File: src/include/dsp_defs.svh
`ifndef DSP_DEFS_SVH
`define DSP_DEFS_SVH

// operand widths of the two multipliers
`define DSP_A_W 10
`define DSP_B_W 9

// one packed output lane
`define DSP_LANE_W 19

// holds a product or the sum of two products without overflow
`define DSP_SUM_W 20

// width of the common right shift amount
`define DSP_SHIFT_W 5

// register stages from the input pins to p
`define DSP_LATENCY 5

`endif

File: src/source/dsp_pkg.sv
`include "dsp_defs.svh"

package dsp_pkg;

	// selects independent lanes or the multiply-add in lane 0
	typedef enum logic {
		mode_dual = 1'b0,
		mode_sum  = 1'b1
	} dsp_mode_e;

	// internal lane value, wide enough for a1*b1 + a2*b2
	typedef logic signed [`DSP_SUM_W-1:0] dsp_sum_t;

	// one lane as it appears on p
	typedef logic signed [`DSP_LANE_W-1:0] dsp_lane_t;

endpackage

File: src/source/dsp_lane_if.sv
`timescale 1ns/1ps
`include "dsp_defs.svh"

// carries one operation per clock from the product stage to the post stage
interface dsp_lane_if;

	// lane values, already combined according to the mode
	dsp_pkg::dsp_sum_t lane0;
	dsp_pkg::dsp_sum_t lane1;

	// controls that travel with the lane values
	logic [`DSP_SHIFT_W-1:0] shift;
	logic round_en;
	logic saturate_en;
	dsp_pkg::dsp_mode_e mode;

	modport producer (
		output lane0, lane1, shift, round_en, saturate_en, mode
	);

	modport consumer (
		input lane0, lane1, shift, round_en, saturate_en, mode
	);

endinterface

File: src/source/dsp_product_stage.sv
`timescale 1ns/1ps
`include "dsp_defs.svh"

module dsp_product_stage (
	input logic clk,
	input logic reset,
	input dsp_pkg::dsp_mode_e mode,
	input logic subtract,
	input logic round,
	input logic saturate,
	input logic signed [`DSP_A_W-1:0] a1,
	input logic signed [`DSP_A_W-1:0] a2,
	input logic signed [`DSP_B_W-1:0] b1,
	input logic signed [`DSP_B_W-1:0] b2,
	input logic [`DSP_SHIFT_W-1:0] shift_right,
	dsp_lane_if.producer lanes
);

	logic signed [`DSP_A_W-1:0] a1_q;
	logic signed [`DSP_A_W-1:0] a2_q;
	logic signed [`DSP_B_W-1:0] b1_q;
	logic signed [`DSP_B_W-1:0] b2_q;
	logic [`DSP_SHIFT_W-1:0] shift_q;
	dsp_pkg::dsp_mode_e mode_q;
	logic subtract_q;
	logic round_q;
	logic saturate_q;

	dsp_pkg::dsp_sum_t prod1;
	dsp_pkg::dsp_sum_t prod2;
	dsp_pkg::dsp_sum_t lane0_next;
	dsp_pkg::dsp_sum_t lane1_next;

	// first edge samples operands and controls together
	always_ff @(posedge clk, negedge reset) begin
		if (!reset) begin
			a1_q <= '0;
			a2_q <= '0;
			b1_q <= '0;
			b2_q <= '0;
			shift_q <= '0;
			mode_q <= dsp_pkg::mode_dual;
			subtract_q <= 1'b0;
			round_q <= 1'b0;
			saturate_q <= 1'b0;
		end else begin
			a1_q <= a1;
			a2_q <= a2;
			b1_q <= b1;
			b2_q <= b2;
			shift_q <= shift_right;
			mode_q <= mode;
			subtract_q <= subtract;
			round_q <= round;
			saturate_q <= saturate;
		end
	end

	// operands are sign extended to the full lane width before multiplying
	assign prod1 = a1_q * b1_q;
	assign prod2 = a2_q * b2_q;

	always_comb begin
		if (mode_q == dsp_pkg::mode_sum) begin
			lane0_next = subtract_q ? prod1 - prod2 : prod1 + prod2;
			lane1_next = '0;
		end else begin
			lane0_next = subtract_q ? -prod1 : prod1;
			lane1_next = subtract_q ? -prod2 : prod2;
		end
	end

	always_ff @(posedge clk, negedge reset) begin
		if (!reset) begin
			lanes.lane0 <= '0;
			lanes.lane1 <= '0;
			lanes.shift <= '0;
			lanes.round_en <= 1'b0;
			lanes.saturate_en <= 1'b0;
			lanes.mode <= dsp_pkg::mode_dual;
		end else begin
			lanes.lane0 <= lane0_next;
			lanes.lane1 <= lane1_next;
			lanes.shift <= shift_q;
			lanes.round_en <= round_q;
			lanes.saturate_en <= saturate_q;
			lanes.mode <= mode_q;
		end
	end

endmodule

File: src/source/dsp_post_stage.sv
`timescale 1ns/1ps
`include "dsp_defs.svh"

module dsp_post_stage (
	input logic clk,
	input logic reset,
	dsp_lane_if.consumer lanes,
	output logic [2*`DSP_LANE_W-1:0] p
);

	localparam dsp_pkg::dsp_sum_t lane_max =
		dsp_pkg::dsp_sum_t'((2 ** (`DSP_LANE_W - 1)) - 1);
	localparam dsp_pkg::dsp_sum_t lane_min =
		dsp_pkg::dsp_sum_t'(-(2 ** (`DSP_LANE_W - 1)));

	dsp_pkg::dsp_sum_t lane_in [2];
	dsp_pkg::dsp_sum_t shift_next [2];
	dsp_pkg::dsp_sum_t below_point [2];
	logic round_bit_next [2];

	// shift stage
	dsp_pkg::dsp_sum_t shifted [2];
	logic round_bit [2];
	logic round_en_s1;
	logic saturate_en_s1;
	dsp_pkg::dsp_mode_e mode_s1;

	// round stage
	dsp_pkg::dsp_sum_t rounded [2];
	logic saturate_en_s2;
	dsp_pkg::dsp_mode_e mode_s2;

	dsp_pkg::dsp_lane_t lane_out [2];

	// clamps to the signed lane range, or keeps the low bits when wrapping
	function automatic dsp_pkg::dsp_lane_t limit_lane(
		input dsp_pkg::dsp_sum_t value,
		input logic sat_en
	);
		dsp_pkg::dsp_lane_t result;
		result = value[`DSP_LANE_W-1:0];
		if (sat_en && value > lane_max) begin
			result = lane_max[`DSP_LANE_W-1:0];
		end else if (sat_en && value < lane_min) begin
			result = lane_min[`DSP_LANE_W-1:0];
		end
		return result;
	endfunction

	assign lane_in[0] = lanes.lane0;
	assign lane_in[1] = lanes.lane1;

	// the rounding bit is the last bit shifted out
	// an arithmetic shift by shift-1 reads positions past the top as the sign
	always_comb begin
		for (int i = 0; i < 2; i++) begin
			shift_next[i] = lane_in[i] >>> lanes.shift;
			below_point[i] = lane_in[i] >>> (lanes.shift - 1'b1);
			round_bit_next[i] = (lanes.shift != '0) && below_point[i][0];
		end
	end

	always_ff @(posedge clk, negedge reset) begin
		if (!reset) begin
			for (int i = 0; i < 2; i++) begin
				shifted[i] <= '0;
				round_bit[i] <= 1'b0;
			end
			round_en_s1 <= 1'b0;
			saturate_en_s1 <= 1'b0;
			mode_s1 <= dsp_pkg::mode_dual;
		end else begin
			for (int i = 0; i < 2; i++) begin
				shifted[i] <= shift_next[i];
				round_bit[i] <= round_bit_next[i];
			end
			round_en_s1 <= lanes.round_en;
			saturate_en_s1 <= lanes.saturate_en;
			mode_s1 <= lanes.mode;
		end
	end

	// after a shift of one or more the value is far from the top, so +1 cannot overflow
	always_ff @(posedge clk, negedge reset) begin
		if (!reset) begin
			for (int i = 0; i < 2; i++) begin
				rounded[i] <= '0;
			end
			saturate_en_s2 <= 1'b0;
			mode_s2 <= dsp_pkg::mode_dual;
		end else begin
			for (int i = 0; i < 2; i++) begin
				rounded[i] <= shifted[i] + dsp_pkg::dsp_sum_t'(round_en_s1 & round_bit[i]);
			end
			saturate_en_s2 <= saturate_en_s1;
			mode_s2 <= mode_s1;
		end
	end

	assign lane_out[0] = limit_lane(rounded[0], saturate_en_s2);
	// lane 1 carries nothing in sum mode
	assign lane_out[1] = (mode_s2 == dsp_pkg::mode_sum) ? '0 :
		limit_lane(rounded[1], saturate_en_s2);

	always_ff @(posedge clk, negedge reset) begin
		if (!reset) begin
			p <= '0;
		end else begin
			p <= {lane_out[1], lane_out[0]};
		end
	end

endmodule

File: src/source/dsp19x2_mult_add.sv
`timescale 1ns/1ps
`include "dsp_defs.svh"

// two 19-bit lanes of signed multiply with shift, round and saturate
module dsp19x2_mult_add (
	input logic clk,
	input logic reset,
	input logic mode,
	input logic subtract,
	input logic round,
	input logic saturate,
	input logic signed [`DSP_A_W-1:0] a1,
	input logic signed [`DSP_A_W-1:0] a2,
	input logic signed [`DSP_B_W-1:0] b1,
	input logic signed [`DSP_B_W-1:0] b2,
	input logic [`DSP_SHIFT_W-1:0] shift_right,
	output logic [2*`DSP_LANE_W-1:0] p
);

	dsp_lane_if lanes_if ();

	// mode pin is 0 for dual lanes and 1 for the multiply-add
	dsp_product_stage i_dsp_product_stage (
		.clk(clk),
		.reset(reset),
		.mode(dsp_pkg::dsp_mode_e'(mode)),
		.subtract(subtract),
		.round(round),
		.saturate(saturate),
		.a1(a1),
		.a2(a2),
		.b1(b1),
		.b2(b2),
		.shift_right(shift_right),
		.lanes(lanes_if.producer)
	);

	dsp_post_stage i_dsp_post_stage (
		.clk(clk),
		.reset(reset),
		.lanes(lanes_if.consumer),
		.p(p)
	);

endmodule

File: config.mk
export PLATFORM = sky130hd
export DESIGN_NAME = dsp19x2_mult_add
export DESIGN_NICKNAME = d
export VERILOG_FILES = /design/src/source/dsp_pkg.sv /design/src/source/dsp_lane_if.sv /design/src/source/dsp_product_stage.sv /design/src/source/dsp_post_stage.sv /design/src/source/dsp19x2_mult_add.sv
export VERILOG_INCLUDE_DIRS = /design/src /design/src/include
export SDC_FILE = /design/constraint.sdc
export NUM_CORES = 1
export LEC_CHECK = 0
export CORE_UTILIZATION = 40
export CTS_CLUSTER_SIZE = 28
export DETAILED_ROUTE_END_ITERATION = 16
export DONT_BUFFER_PORTS = 1
export PLACE_DENSITY = 0.57
export SLEW_MARGIN = 10
export SYNTH_ARGS = -nofsm -noshare
export SYNTH_HDL_FRONTEND = slang
export SYNTH_SLANG_ARGS = --single-unit
File: constraint.sdc
create_clock -name clk -period 15.3 [get_ports clk]
set_clock_uncertainty 0.2 [all_clocks]
set_input_delay 0.765 -clock clk [delete_from_list [all_inputs] [get_ports clk]]
set_output_delay 0.765 -clock clk [all_outputs]
set_load 0.01 [all_outputs]
==> tab_implementation.tex, run 1 <==
\begin{tabular}{lr}
\hline
Metric & Value \\
\hline
\multicolumn{2}{l}{\textbf{Placement}} \\
Sum of net half-perimeters after detailed placement & 26900 µm \\
Worst slack at placement & 7.58 ns \\
Count of buffers from port buffering & 0 \\
Placer's final routability congestion estimate & 0.871 \\
\multicolumn{2}{l}{\textbf{Finish}} \\
Fillers & 4194 \\
Most common cell after layout, fill and taps aside & dfrtp\_1 \\
Syn-to-layout area delta & 8.56\% \\
Antenna cells & 0 \\
Final layout net count & 2024 \\
Fraction of layout cells with a size suffix above 1 & 7.33\% \\
Commonest cells after routing, fill and taps aside & 216 x dfrtp\_1, 204 x nand2\_1, 174 x inv\_1 \\
\multicolumn{2}{l}{\textbf{Floorplanning}} \\
Initial Util & 40.7\% \\
Die height & 212 µm \\
Std-Cell Core Area & 43200 µm² \\
Die area & 44800 µm² \\
Die outline width & 212 µm \\
Number of top-level design ports & 87 \\
Rows & 76 \\
\multicolumn{2}{l}{\textbf{Synth}} \\
Net count after synthesis & 2052 \\
Sequential element share of the synthesized area & 31.3\% \\
Syn Std Cell Area & 17600 µm² \\
Library cell occupying the most area in the post-synthesis netlist & dfrtp\_1 \\
Synth top area cells & dfrtp\_1 31\%, fa\_1 18\%, ha\_1 7.6\%, xnor2\_1 4.8\%, nand2\_1 4.4\% \\
Fraction of post-synthesis cell area in the top cell type by area & 31.3\% \\
Gate Count Post-Synth & 1741 \\
Library cells used by synthesis & 72 \\
Synthesized area per cell & 10.1 µm² \\
Number of flops mapped to enable cells by yosys & 0 \\
Post-synthesis register bit count & 220 \\
Post-synthesis async set-or-reset flop share & 100\% \\
Commonest register cell after synthesis & dfrtp\_1 \\
Number of warnings issued by yosys & 0 \\
\multicolumn{2}{l}{\textbf{Timing}} \\
Setup repair after global routing missed its margin & false \\
Final Setup Violations & 0 \\
Final critical delay including setup and external delays & 7.76 ns \\
Final total negative setup slack & 0 ns \\
Crit share post-route & 50.7\% \\
Transition time at the pin with the least slew margin & 1.07 ns \\
Fmax & 0.129 GHz \\
Number of max-slew violations in the final report & 0 \\
WHS & 0.0332 ns \\
Final worst setup slack & 7.54 ns \\
Relative max-transition margin & 28.4\% \\
Final Hold Violating Endpoints & 0 \\
\multicolumn{2}{l}{\textbf{GRT}} \\
Wire length of the first global-routing pass & 60000 µm \\
Pin count of the biggest net entering global routing & 221 \\
Number of antenna violations at the first check in global routing & 0 \\
Via count of the first global-routing pass & 12300 \\
Total grt overflow & 0 \\
Global-route total usage across every layer & 16.4\% \\
\multicolumn{2}{l}{\textbf{Min path}} \\
Min-Delay Path Class & in -> reg \\
\multicolumn{2}{l}{\textbf{Route}} \\
Final Routed Wirelength & 35000 µm \\
Residual DRC count & 0 \\
Per-cell routed wire length & 15.1 µm \\
Number of DRC markers in iteration 0 & 647 \\
Ratio of routed vias to standard cells & 5.07 \\
Post-DRT Antenna Nets & 0 \\
Number of iterations in the first detailed-routing pass & 5 \\
DR vias & 11756 \\
\multicolumn{2}{l}{\textbf{Setup path}} \\
Capture point of the worst path & i\_dsp\_product\_stage.lanes.lane0[19]\$\_DFF\_PN0\_ \\
Crit path from & i\_dsp\_product\_stage.a2\_q[0]\$\_DFF\_PN0\_ \\
Critical-path cell list & nand2b\_1, fa\_1, fa\_1, inv\_1, fa\_1, fa\_1, fa\_1, ha\_1, o21ai\_0, or4b\_2, o2111ai\_1, a21oi\_1, a21oi\_1, xor2\_1, ha\_1, a21oi\_1, o21ai\_0, a22oi\_1, o21ai\_0, o41a\_1, a211oi\_1, xnor2\_1, xnor2\_1, mux2\_2 \\
Maximum single-stage delay on the critical path & 0.65 ns \\
Cells on worst reg2reg path & 24 \\
Startpoint of the lowest-slack register-to-register path & i\_dsp\_product\_stage.a2\_q[0]\$\_DFF\_PN0\_ \\
Critical register-to-register path endpoint & i\_dsp\_product\_stage.lanes.lane0[19]\$\_DFF\_PN0\_ \\
Cell repeated most along the worst path & fa\_1 \\
Data required time at the worst endpoint & 15.54 ns \\
Critical path fanouts, max & 10 \\
Cell with the biggest individual delay on the critical path & or4b\_2 \\
Worst setup path class & reg -> reg \\
Slack of the worst reg-to-reg path & 7.54 ns \\
Worst Path Arrival & 8.00 ns \\
Critical path launch point type & register \\
Nature of the critical path endpoint & register \\
\multicolumn{2}{l}{\textbf{Clocking}} \\
Clock Sinks & 220 \\
Root buffer cell & clkbuf\_16 \\
H-tree depth reported by CTS & 1 \\
Worst-case clock buffer depth & 3 \\
Number of buffers created by CTS & 27 \\
Insertion delay of the later-clocked pin in the worst-skew pair & 0.56 ns \\
Clock-pin transition on the worst setup and hold timing paths & 0.06 ns \\
TritonCTS clock tree & yes \\
Cells resized by post-CTS repair & 0 \\
\multicolumn{2}{l}{\textbf{Run status}} \\
Status & finished clean \\
\multicolumn{2}{l}{\textbf{Flow run}} \\
Count of maximum capacitance violations & 0 \\
\hline
\end{tabular}
==> routing by layer <==
metal  global-route usage, %  routed length [µm]  up-vias
met5                       0                   0        -
met4                    4.40                 749        0
met3                    2.14                1240       52
met2                    29.0               17800      169
met1                    20.9               15200     5850
li1                        -                   -     5685
==> final cells by class <==
class	count	area [µm²]	area share (%)
well taps	585	732	3.84
clock inverters	16	139	0.728
flip-flops and latches	220	5510	28.9
clock buffers	32	724	3.80
repair buffers	19	190	0.997
multi-input cells	1269	11100	58.3
inverters	176	661	3.46
==> through the flow <==
stage | instance area [µm²] | std cells | util [%]
after floorplan | 17600 | 1741 | -
after global placement | 18100 | 2257 | 41.9
after detailed placement | 18100 | 2257 | 41.9
after CTS | 19100 | 2317 | 44.2
after global routing | 19100 | 2317 | 44.2
final | 19100 | 2317 | 44.2
==> cell families after synthesis <==
family                     Yosys count  share of synthesized area (%)
muxes                               85                           7.18
DFF                                220                           31.3
adders and majority gates          262                           25.3
and+or+nand+nor                    525                           14.4
xor gates and xnor gates           140                           7.07
buffers and inverters              252                           5.39
AOI/OAI and AO/OA                  257                           9.34
==> worst max-delay path: cells and delay by family, from the launching register on <==
family / cells / cell delay, ns
buffers and inverters: 1 / 0.05
DFF: 1 / 0.48
adders and majority gates: 7 / 3.23
muxes: 1 / 0.26
xor gates and xnor gates: 3 / 0.43
and+or+nand+nor: 2 / 0.87
AOI/OAI and AO/OA: 10 / 2.15
==> Yosys cell counts, types with 3 or more instances <==
master and number:
nor3_1 20, o2111ai_1 3, or4_4 3, mux2_2 18, and2_1 79, fa_1 155
nor2_1 102, o21bai_1 3, clkbuf_1 66, o21ai_0 68, a211oi_1 15, o31ai_1 9
nand2_1 204, a21oi_1 69, buf_1 9, mux4_2 31, o21ai_1 5, inv_1 174
nor3b_1 4, o22ai_1 3, nand2b_1 21, xnor2_1 97, and3_1 12, ha_1 107
nand3_1 20, o211ai_1 5, nor4_1 4, or3_1 4, dfrtp_1 220, nor2b_1 25
xor2_1 42, nand3b_1 8, a21o_1 14, o21a_1 25, o41ai_1 3, a31oi_1 9
nand4_1 6, or2_2 3, mux2i_1 36
==> worst min path at each step <==
stage          depth (start not counted)                                            to                                startpoint  slack, ns
2_1_floorplan                          0            i_dsp_post_stage.mode_s1$_DFF_PN0_  i_dsp_product_stage.lanes.mode$_DFF_PN0_       0.13
3_3_place_gp                           0            i_dsp_post_stage.mode_s2$_DFF_PN0_        i_dsp_post_stage.mode_s1$_DFF_PN0_       0.14
3_5_place_dp                           0  i_dsp_product_stage.lanes.shift[1]$_DFF_PN0_  i_dsp_product_stage.shift_q[1]$_DFF_PN0_       0.14
4_1_cts                                0         i_dsp_product_stage.a1_q[3]$_DFF_PN0_                                     a1[3]     0.0003
5_1_grt                                0      i_dsp_product_stage.shift_q[2]$_DFF_PN0_                            shift_right[2]      0.005
6_report                               0      i_dsp_product_stage.shift_q[3]$_DFF_PN0_                            shift_right[3]       0.03
==> sequential cells by signal (all words and copies together), names as in the netlist, 2 cells and up <==
signal and cells:
i_dsp_product_stage.lanes.lane0 20, i_dsp_product_stage.b1_q 9, i_dsp_product_stage.a2_q 10, i_dsp_post_stage.round_bit 2, i_dsp_product_stage.a1_q 10, i_dsp_post_stage.rounded 40, i_dsp_post_stage.shifted 40, i_dsp_product_stage.lanes.lane1 20
i_dsp_product_stage.shift_q 5, i_dsp_product_stage.b2_q 9, i_dsp_post_stage.p 38, i_dsp_product_stage.lanes.shift 5
==> timing repair <==
action / CTS / global route
hold buffers: 12 / 0
endpoints found under the hold margin: 231 / 0
buffers inserted: 0 / 0
Power of run 1 is left out: the tool's default activity adds up to more than one toggle a clock period on the data nets, which glitch-free logic cannot reach.
==> inputs of run 2 (changes only) <==
--- a/config.mk
+++ b/config.mk
@@ -10,7 +10,7 @@
 export CTS_CLUSTER_SIZE = 28
 export DETAILED_ROUTE_END_ITERATION = 16
 export DONT_BUFFER_PORTS = 1
-export PLACE_DENSITY = 0.57
+export PLACE_DENSITY = 0.59
 export SLEW_MARGIN = 10
 export SYNTH_ARGS = -nofsm -noshare
 export SYNTH_HDL_FRONTEND = slang
==> constraint.sdc (replaced) <==
create_clock -name clk -period 6.6 [get_ports clk]
set_clock_uncertainty 0.2 [all_clocks]
set_input_delay 0.33 -clock clk [delete_from_list [all_inputs] [get_ports clk]]
set_output_delay 0.33 -clock clk [all_outputs]
set_load 0.01 [all_outputs]
==> run 2 against run 1 <==
The flow now finishes with violations (negative setup slack); flip-flop and latch count stayed put; core utilization is 4.6 points higher; non-clock buffer count up 180; sequential share of layout area decreased by 2.6 points; global-route usage rose by 1.5 points; largest cell class unchanged; critical path depth increased by 2; hold slack better by 0.084 ns; worst setup slack lost 7.7 ns; maximum frequency is 15% higher; routed wire length grew 6.5%.
==> tab_implementation.tex, run 2 (synthesized netlist as in run 1, its figures left out) <==
\begin{tabular}{lr}
\hline
Metric & Value \\
\hline
\multicolumn{2}{l}{\textbf{Finish}} \\
Largest registers in the final layout & i\_dsp\_post\_stage.rounded: 40 flops, i\_dsp\_post\_stage.shifted: 40 flops, i\_dsp\_post\_stage.p: 38 flops (unchanged) \\
Final layout net count & 2204 (was 2024) \\
Most common cell after layout, fill and taps aside & dfrtp\_1 (unchanged) \\
Syn-to-layout area delta & 19.8\% (was 8.56\%) \\
Antenna cells & 0 (unchanged) \\
Fraction of layout cells with a size suffix above 1 & 18.1\% (was 7.33\%) \\
Post-layout utilization of the core & 48.7\% (was 44.2\%) \\
Fillers & 4063 (was 4194) \\
Commonest cells after routing, fill and taps aside & 203 x dfrtp\_1, 199 x nand2\_1, 171 x inv\_1 (was 216 x dfrtp\_1, 204 x nand2\_1, 174 x inv\_1) \\
\multicolumn{2}{l}{\textbf{Setup path}} \\
Capture point of the worst path & i\_dsp\_product\_stage.lanes.lane0[19]\$\_DFF\_PN0\_ (unchanged) \\
Cells on worst reg2reg path & 26 (was 24) \\
Maximum single-stage delay on the critical path & 0.58 ns (was 0.65 ns) \\
Slack of the worst reg-to-reg path & -0.15 ns (was 7.54 ns) \\
Crit path from & i\_dsp\_product\_stage.b2\_q[2]\$\_DFF\_PN0\_ (was i\_dsp\_product\_stage.a2\_q[0]\$\_DFF\_PN0\_) \\
Critical register-to-register path endpoint & i\_dsp\_product\_stage.lanes.lane0[19]\$\_DFF\_PN0\_ (unchanged) \\
Cell with the biggest individual delay on the critical path & fa\_2 (was or4b\_2) \\
Critical path launch point type & register (unchanged) \\
Worst Path Arrival & 7.00 ns (was 8.00 ns) \\
Buf/Inv on CP & 4 (was 1) \\
Startpoint of the lowest-slack register-to-register path & i\_dsp\_product\_stage.b2\_q[2]\$\_DFF\_PN0\_ (was i\_dsp\_product\_stage.a2\_q[0]\$\_DFF\_PN0\_) \\
Number of gates on the worst path with buffers counted & 26 (was 24) \\
Worst setup path class & reg -> reg (unchanged) \\
Critical path fanouts, max & 6 (was 10) \\
Cell type group with the largest total delay on the critical path & adder cells (unchanged) \\
Nature of the critical path endpoint & register (unchanged) \\
Data required time at the worst endpoint & 6.85 ns (was 15.54 ns) \\
\multicolumn{2}{l}{\textbf{Floorplanning}} \\
Initial Util & 40.7\% (unchanged) \\
Die outline width & 212 µm (unchanged) \\
Die area & 44800 µm² (unchanged) \\
Rows & 76 (unchanged) \\
Number of top-level design ports & 87 (unchanged) \\
Die height & 212 µm (unchanged) \\
Std-Cell Core Area & 43200 µm² (unchanged) \\
\multicolumn{2}{l}{\textbf{Clocking}} \\
Clock-pin transition on the worst setup and hold timing paths & 0.06 ns (about the same) \\
Insertion delay of the later-clocked pin in the worst-skew pair & 0.56 ns (about the same) \\
Root buffer cell & clkbuf\_16 (unchanged) \\
Worst-case clock buffer depth & 3 (unchanged) \\
H-tree depth reported by CTS & 1 (unchanged) \\
Number of buffers created by CTS & 27 (unchanged) \\
TritonCTS clock tree & yes (unchanged) \\
Clock Sinks & 220 (unchanged) \\
\multicolumn{2}{l}{\textbf{Placement}} \\
Sum of net half-perimeters after detailed placement & 29100 µm (was 26900 µm) \\
Worst slack at placement & -0.403 ns (was 7.58 ns) \\
Count of buffers from port buffering & 0 (unchanged) \\
Placer's final routability congestion estimate & 0.899 (was 0.871) \\
\multicolumn{2}{l}{\textbf{Timing}} \\
Relative max-transition margin & 28.2\% (was 28.4\%) \\
Final Hold Violating Endpoints & 0 (unchanged) \\
Final worst setup slack & -0.155 ns (was 7.54 ns) \\
Number of max-slew violations in the final report & 0 (unchanged) \\
Final critical delay including setup and external delays & 6.75 ns (was 7.76 ns) \\
Crit share post-route & 102\% (was 50.7\%) \\
Final Setup Violations & 4 (was 0) \\
Setup repair after global routing missed its margin & true (was false) \\
Transition time at the pin with the least slew margin & 1.08 ns (was 1.07 ns) \\
Fmax & 0.148 GHz (was 0.129 GHz) \\
\multicolumn{2}{l}{\textbf{Route}} \\
Final Routed Wirelength & 37300 µm (was 35000 µm) \\
Residual DRC count & 0 (unchanged) \\
Per-cell routed wire length & 14.9 µm (was 15.1 µm) \\
Number of iterations in the first detailed-routing pass & 5 (unchanged) \\
Number of DRC markers in iteration 0 & 661 (was 647) \\
DR vias & 12503 (was 11756) \\
Post-DRT Antenna Nets & 0 (unchanged) \\
Ratio of routed vias to standard cells & 5.00 (was 5.07) \\
\multicolumn{2}{l}{\textbf{GRT}} \\
Pin count of the biggest net entering global routing & 221 (unchanged) \\
Total grt overflow & 0 (unchanged) \\
Wire length of the first global-routing pass & 64800 µm (was 60000 µm) \\
Global-route total usage across every layer & 17.8\% (was 16.4\%) \\
Number of antenna violations at the first check in global routing & 0 (unchanged) \\
Via count of the first global-routing pass & 13077 (was 12300) \\
\multicolumn{2}{l}{\textbf{Min path}} \\
Number of stages on the worst hold path & 1 (was 0) \\
Min-Delay Path Class & in -> reg (unchanged) \\
\multicolumn{2}{l}{\textbf{Run status}} \\
Failing checks & negative setup slack \\
Status & finished, violations left (was finished clean) \\
\multicolumn{2}{l}{\textbf{Flow run}} \\
Count of maximum capacitance violations & 0 (unchanged) \\
\hline
\end{tabular}
## run 2: changes by cell type in the layout (fill, tap and decap cells not counted), moves of 5 or more
cell and delta:
a21oi_1 -8, a21oi_2 +5, buf_4 +142, dfrtp_1 -13, dfrtp_2 +13, dlygate4sd3_1 +37, fa_1 -6, fa_2 +6
ha_1 -9, ha_4 +7, nand2_1 -5, nand2_2 +5, o21ai_0 -8, o21ai_2 +5
## run 2: what timing repair did
item                                   CTS  global route
pin swaps                               11            33
endpoints found under the hold margin  267             0
resized for setup                       23            57
buffers inserted                         4             8
hold buffers                            49             0
setup endpoints to repair                4             7
## run 2: layout make-up
type,instances,area (µm²),area share [%]
well taps,585,732,3.48
clock buffers,34,722,3.43
repair buffers,199,1640,7.78
inverters,176,663,3.15
multi-input cells,1269,11500,54.7
flip-flops and latches,220,5530,26.3
clock inverters,16,243,1.15
## run 2: worst min path at each step
stage | from | endpoint
3_5_place_dp | reset | i_dsp_post_stage.p[35]$_DFF_PN0_
3_3_place_gp | reset | i_dsp_post_stage.p[32]$_DFF_PN0_
6_report | b1[8] | i_dsp_product_stage.b1_q[8]$_DFF_PN0_
2_1_floorplan | reset | i_dsp_post_stage.mode_s1$_DFF_PN0_
5_1_grt | b1[1] | i_dsp_product_stage.b1_q[1]$_DFF_PN0_
4_1_cts | a1[1] | i_dsp_product_stage.a1_q[1]$_DFF_PN0_
## run 2: layer usage
metal / wire (µm) / track usage, %
met2: 18700 / 30.9
met4: 1160 / 5.82
met5: 0 / 0
met1: 16200 / 23.1
met3: 1210 / 2.24
## run 2: worst register-to-register path, cell delays in order (launching register included)
cell and delay, ns:
dfrtp_2 0.43, nand2_2 0.08, fa_1 0.55, inv_1 0.06, fa_1 0.50, inv_1 0.06, fa_1 0.49, inv_2 0.04
fa_2 0.58, ha_4 0.21, ha_4 0.24, nor2b_2 0.15, o31a_1 0.30, buf_4 0.16, o221a_2 0.28, o21a_1 0.22
nor2_2 0.19, xnor2_1 0.15, ha_1 0.28, nor2b_1 0.15, a22oi_2 0.17, o21ai_2 0.09, o41a_1 0.35, a211oi_2 0.22
xnor2_1 0.12, xnor2_1 0.13, mux2_2 0.26
## run 2: metrics by stage
step	hold slack, ns	instances	setup TNS, ns	area, µm²
2_1_floorplan	-0.166	1741	0	17700
3_3_place_gp	-0.156	2388	-0.246	19200
3_5_place_dp	-0.158	2388	-0.961	19200
4_1_cts	0.0786	2491	-0.242	20800
5_1_grt	0.0839	2499	-1.49	21000
6_report	0.117	2499	-0.365	21000
Power of run 2 is left out for the same reason.
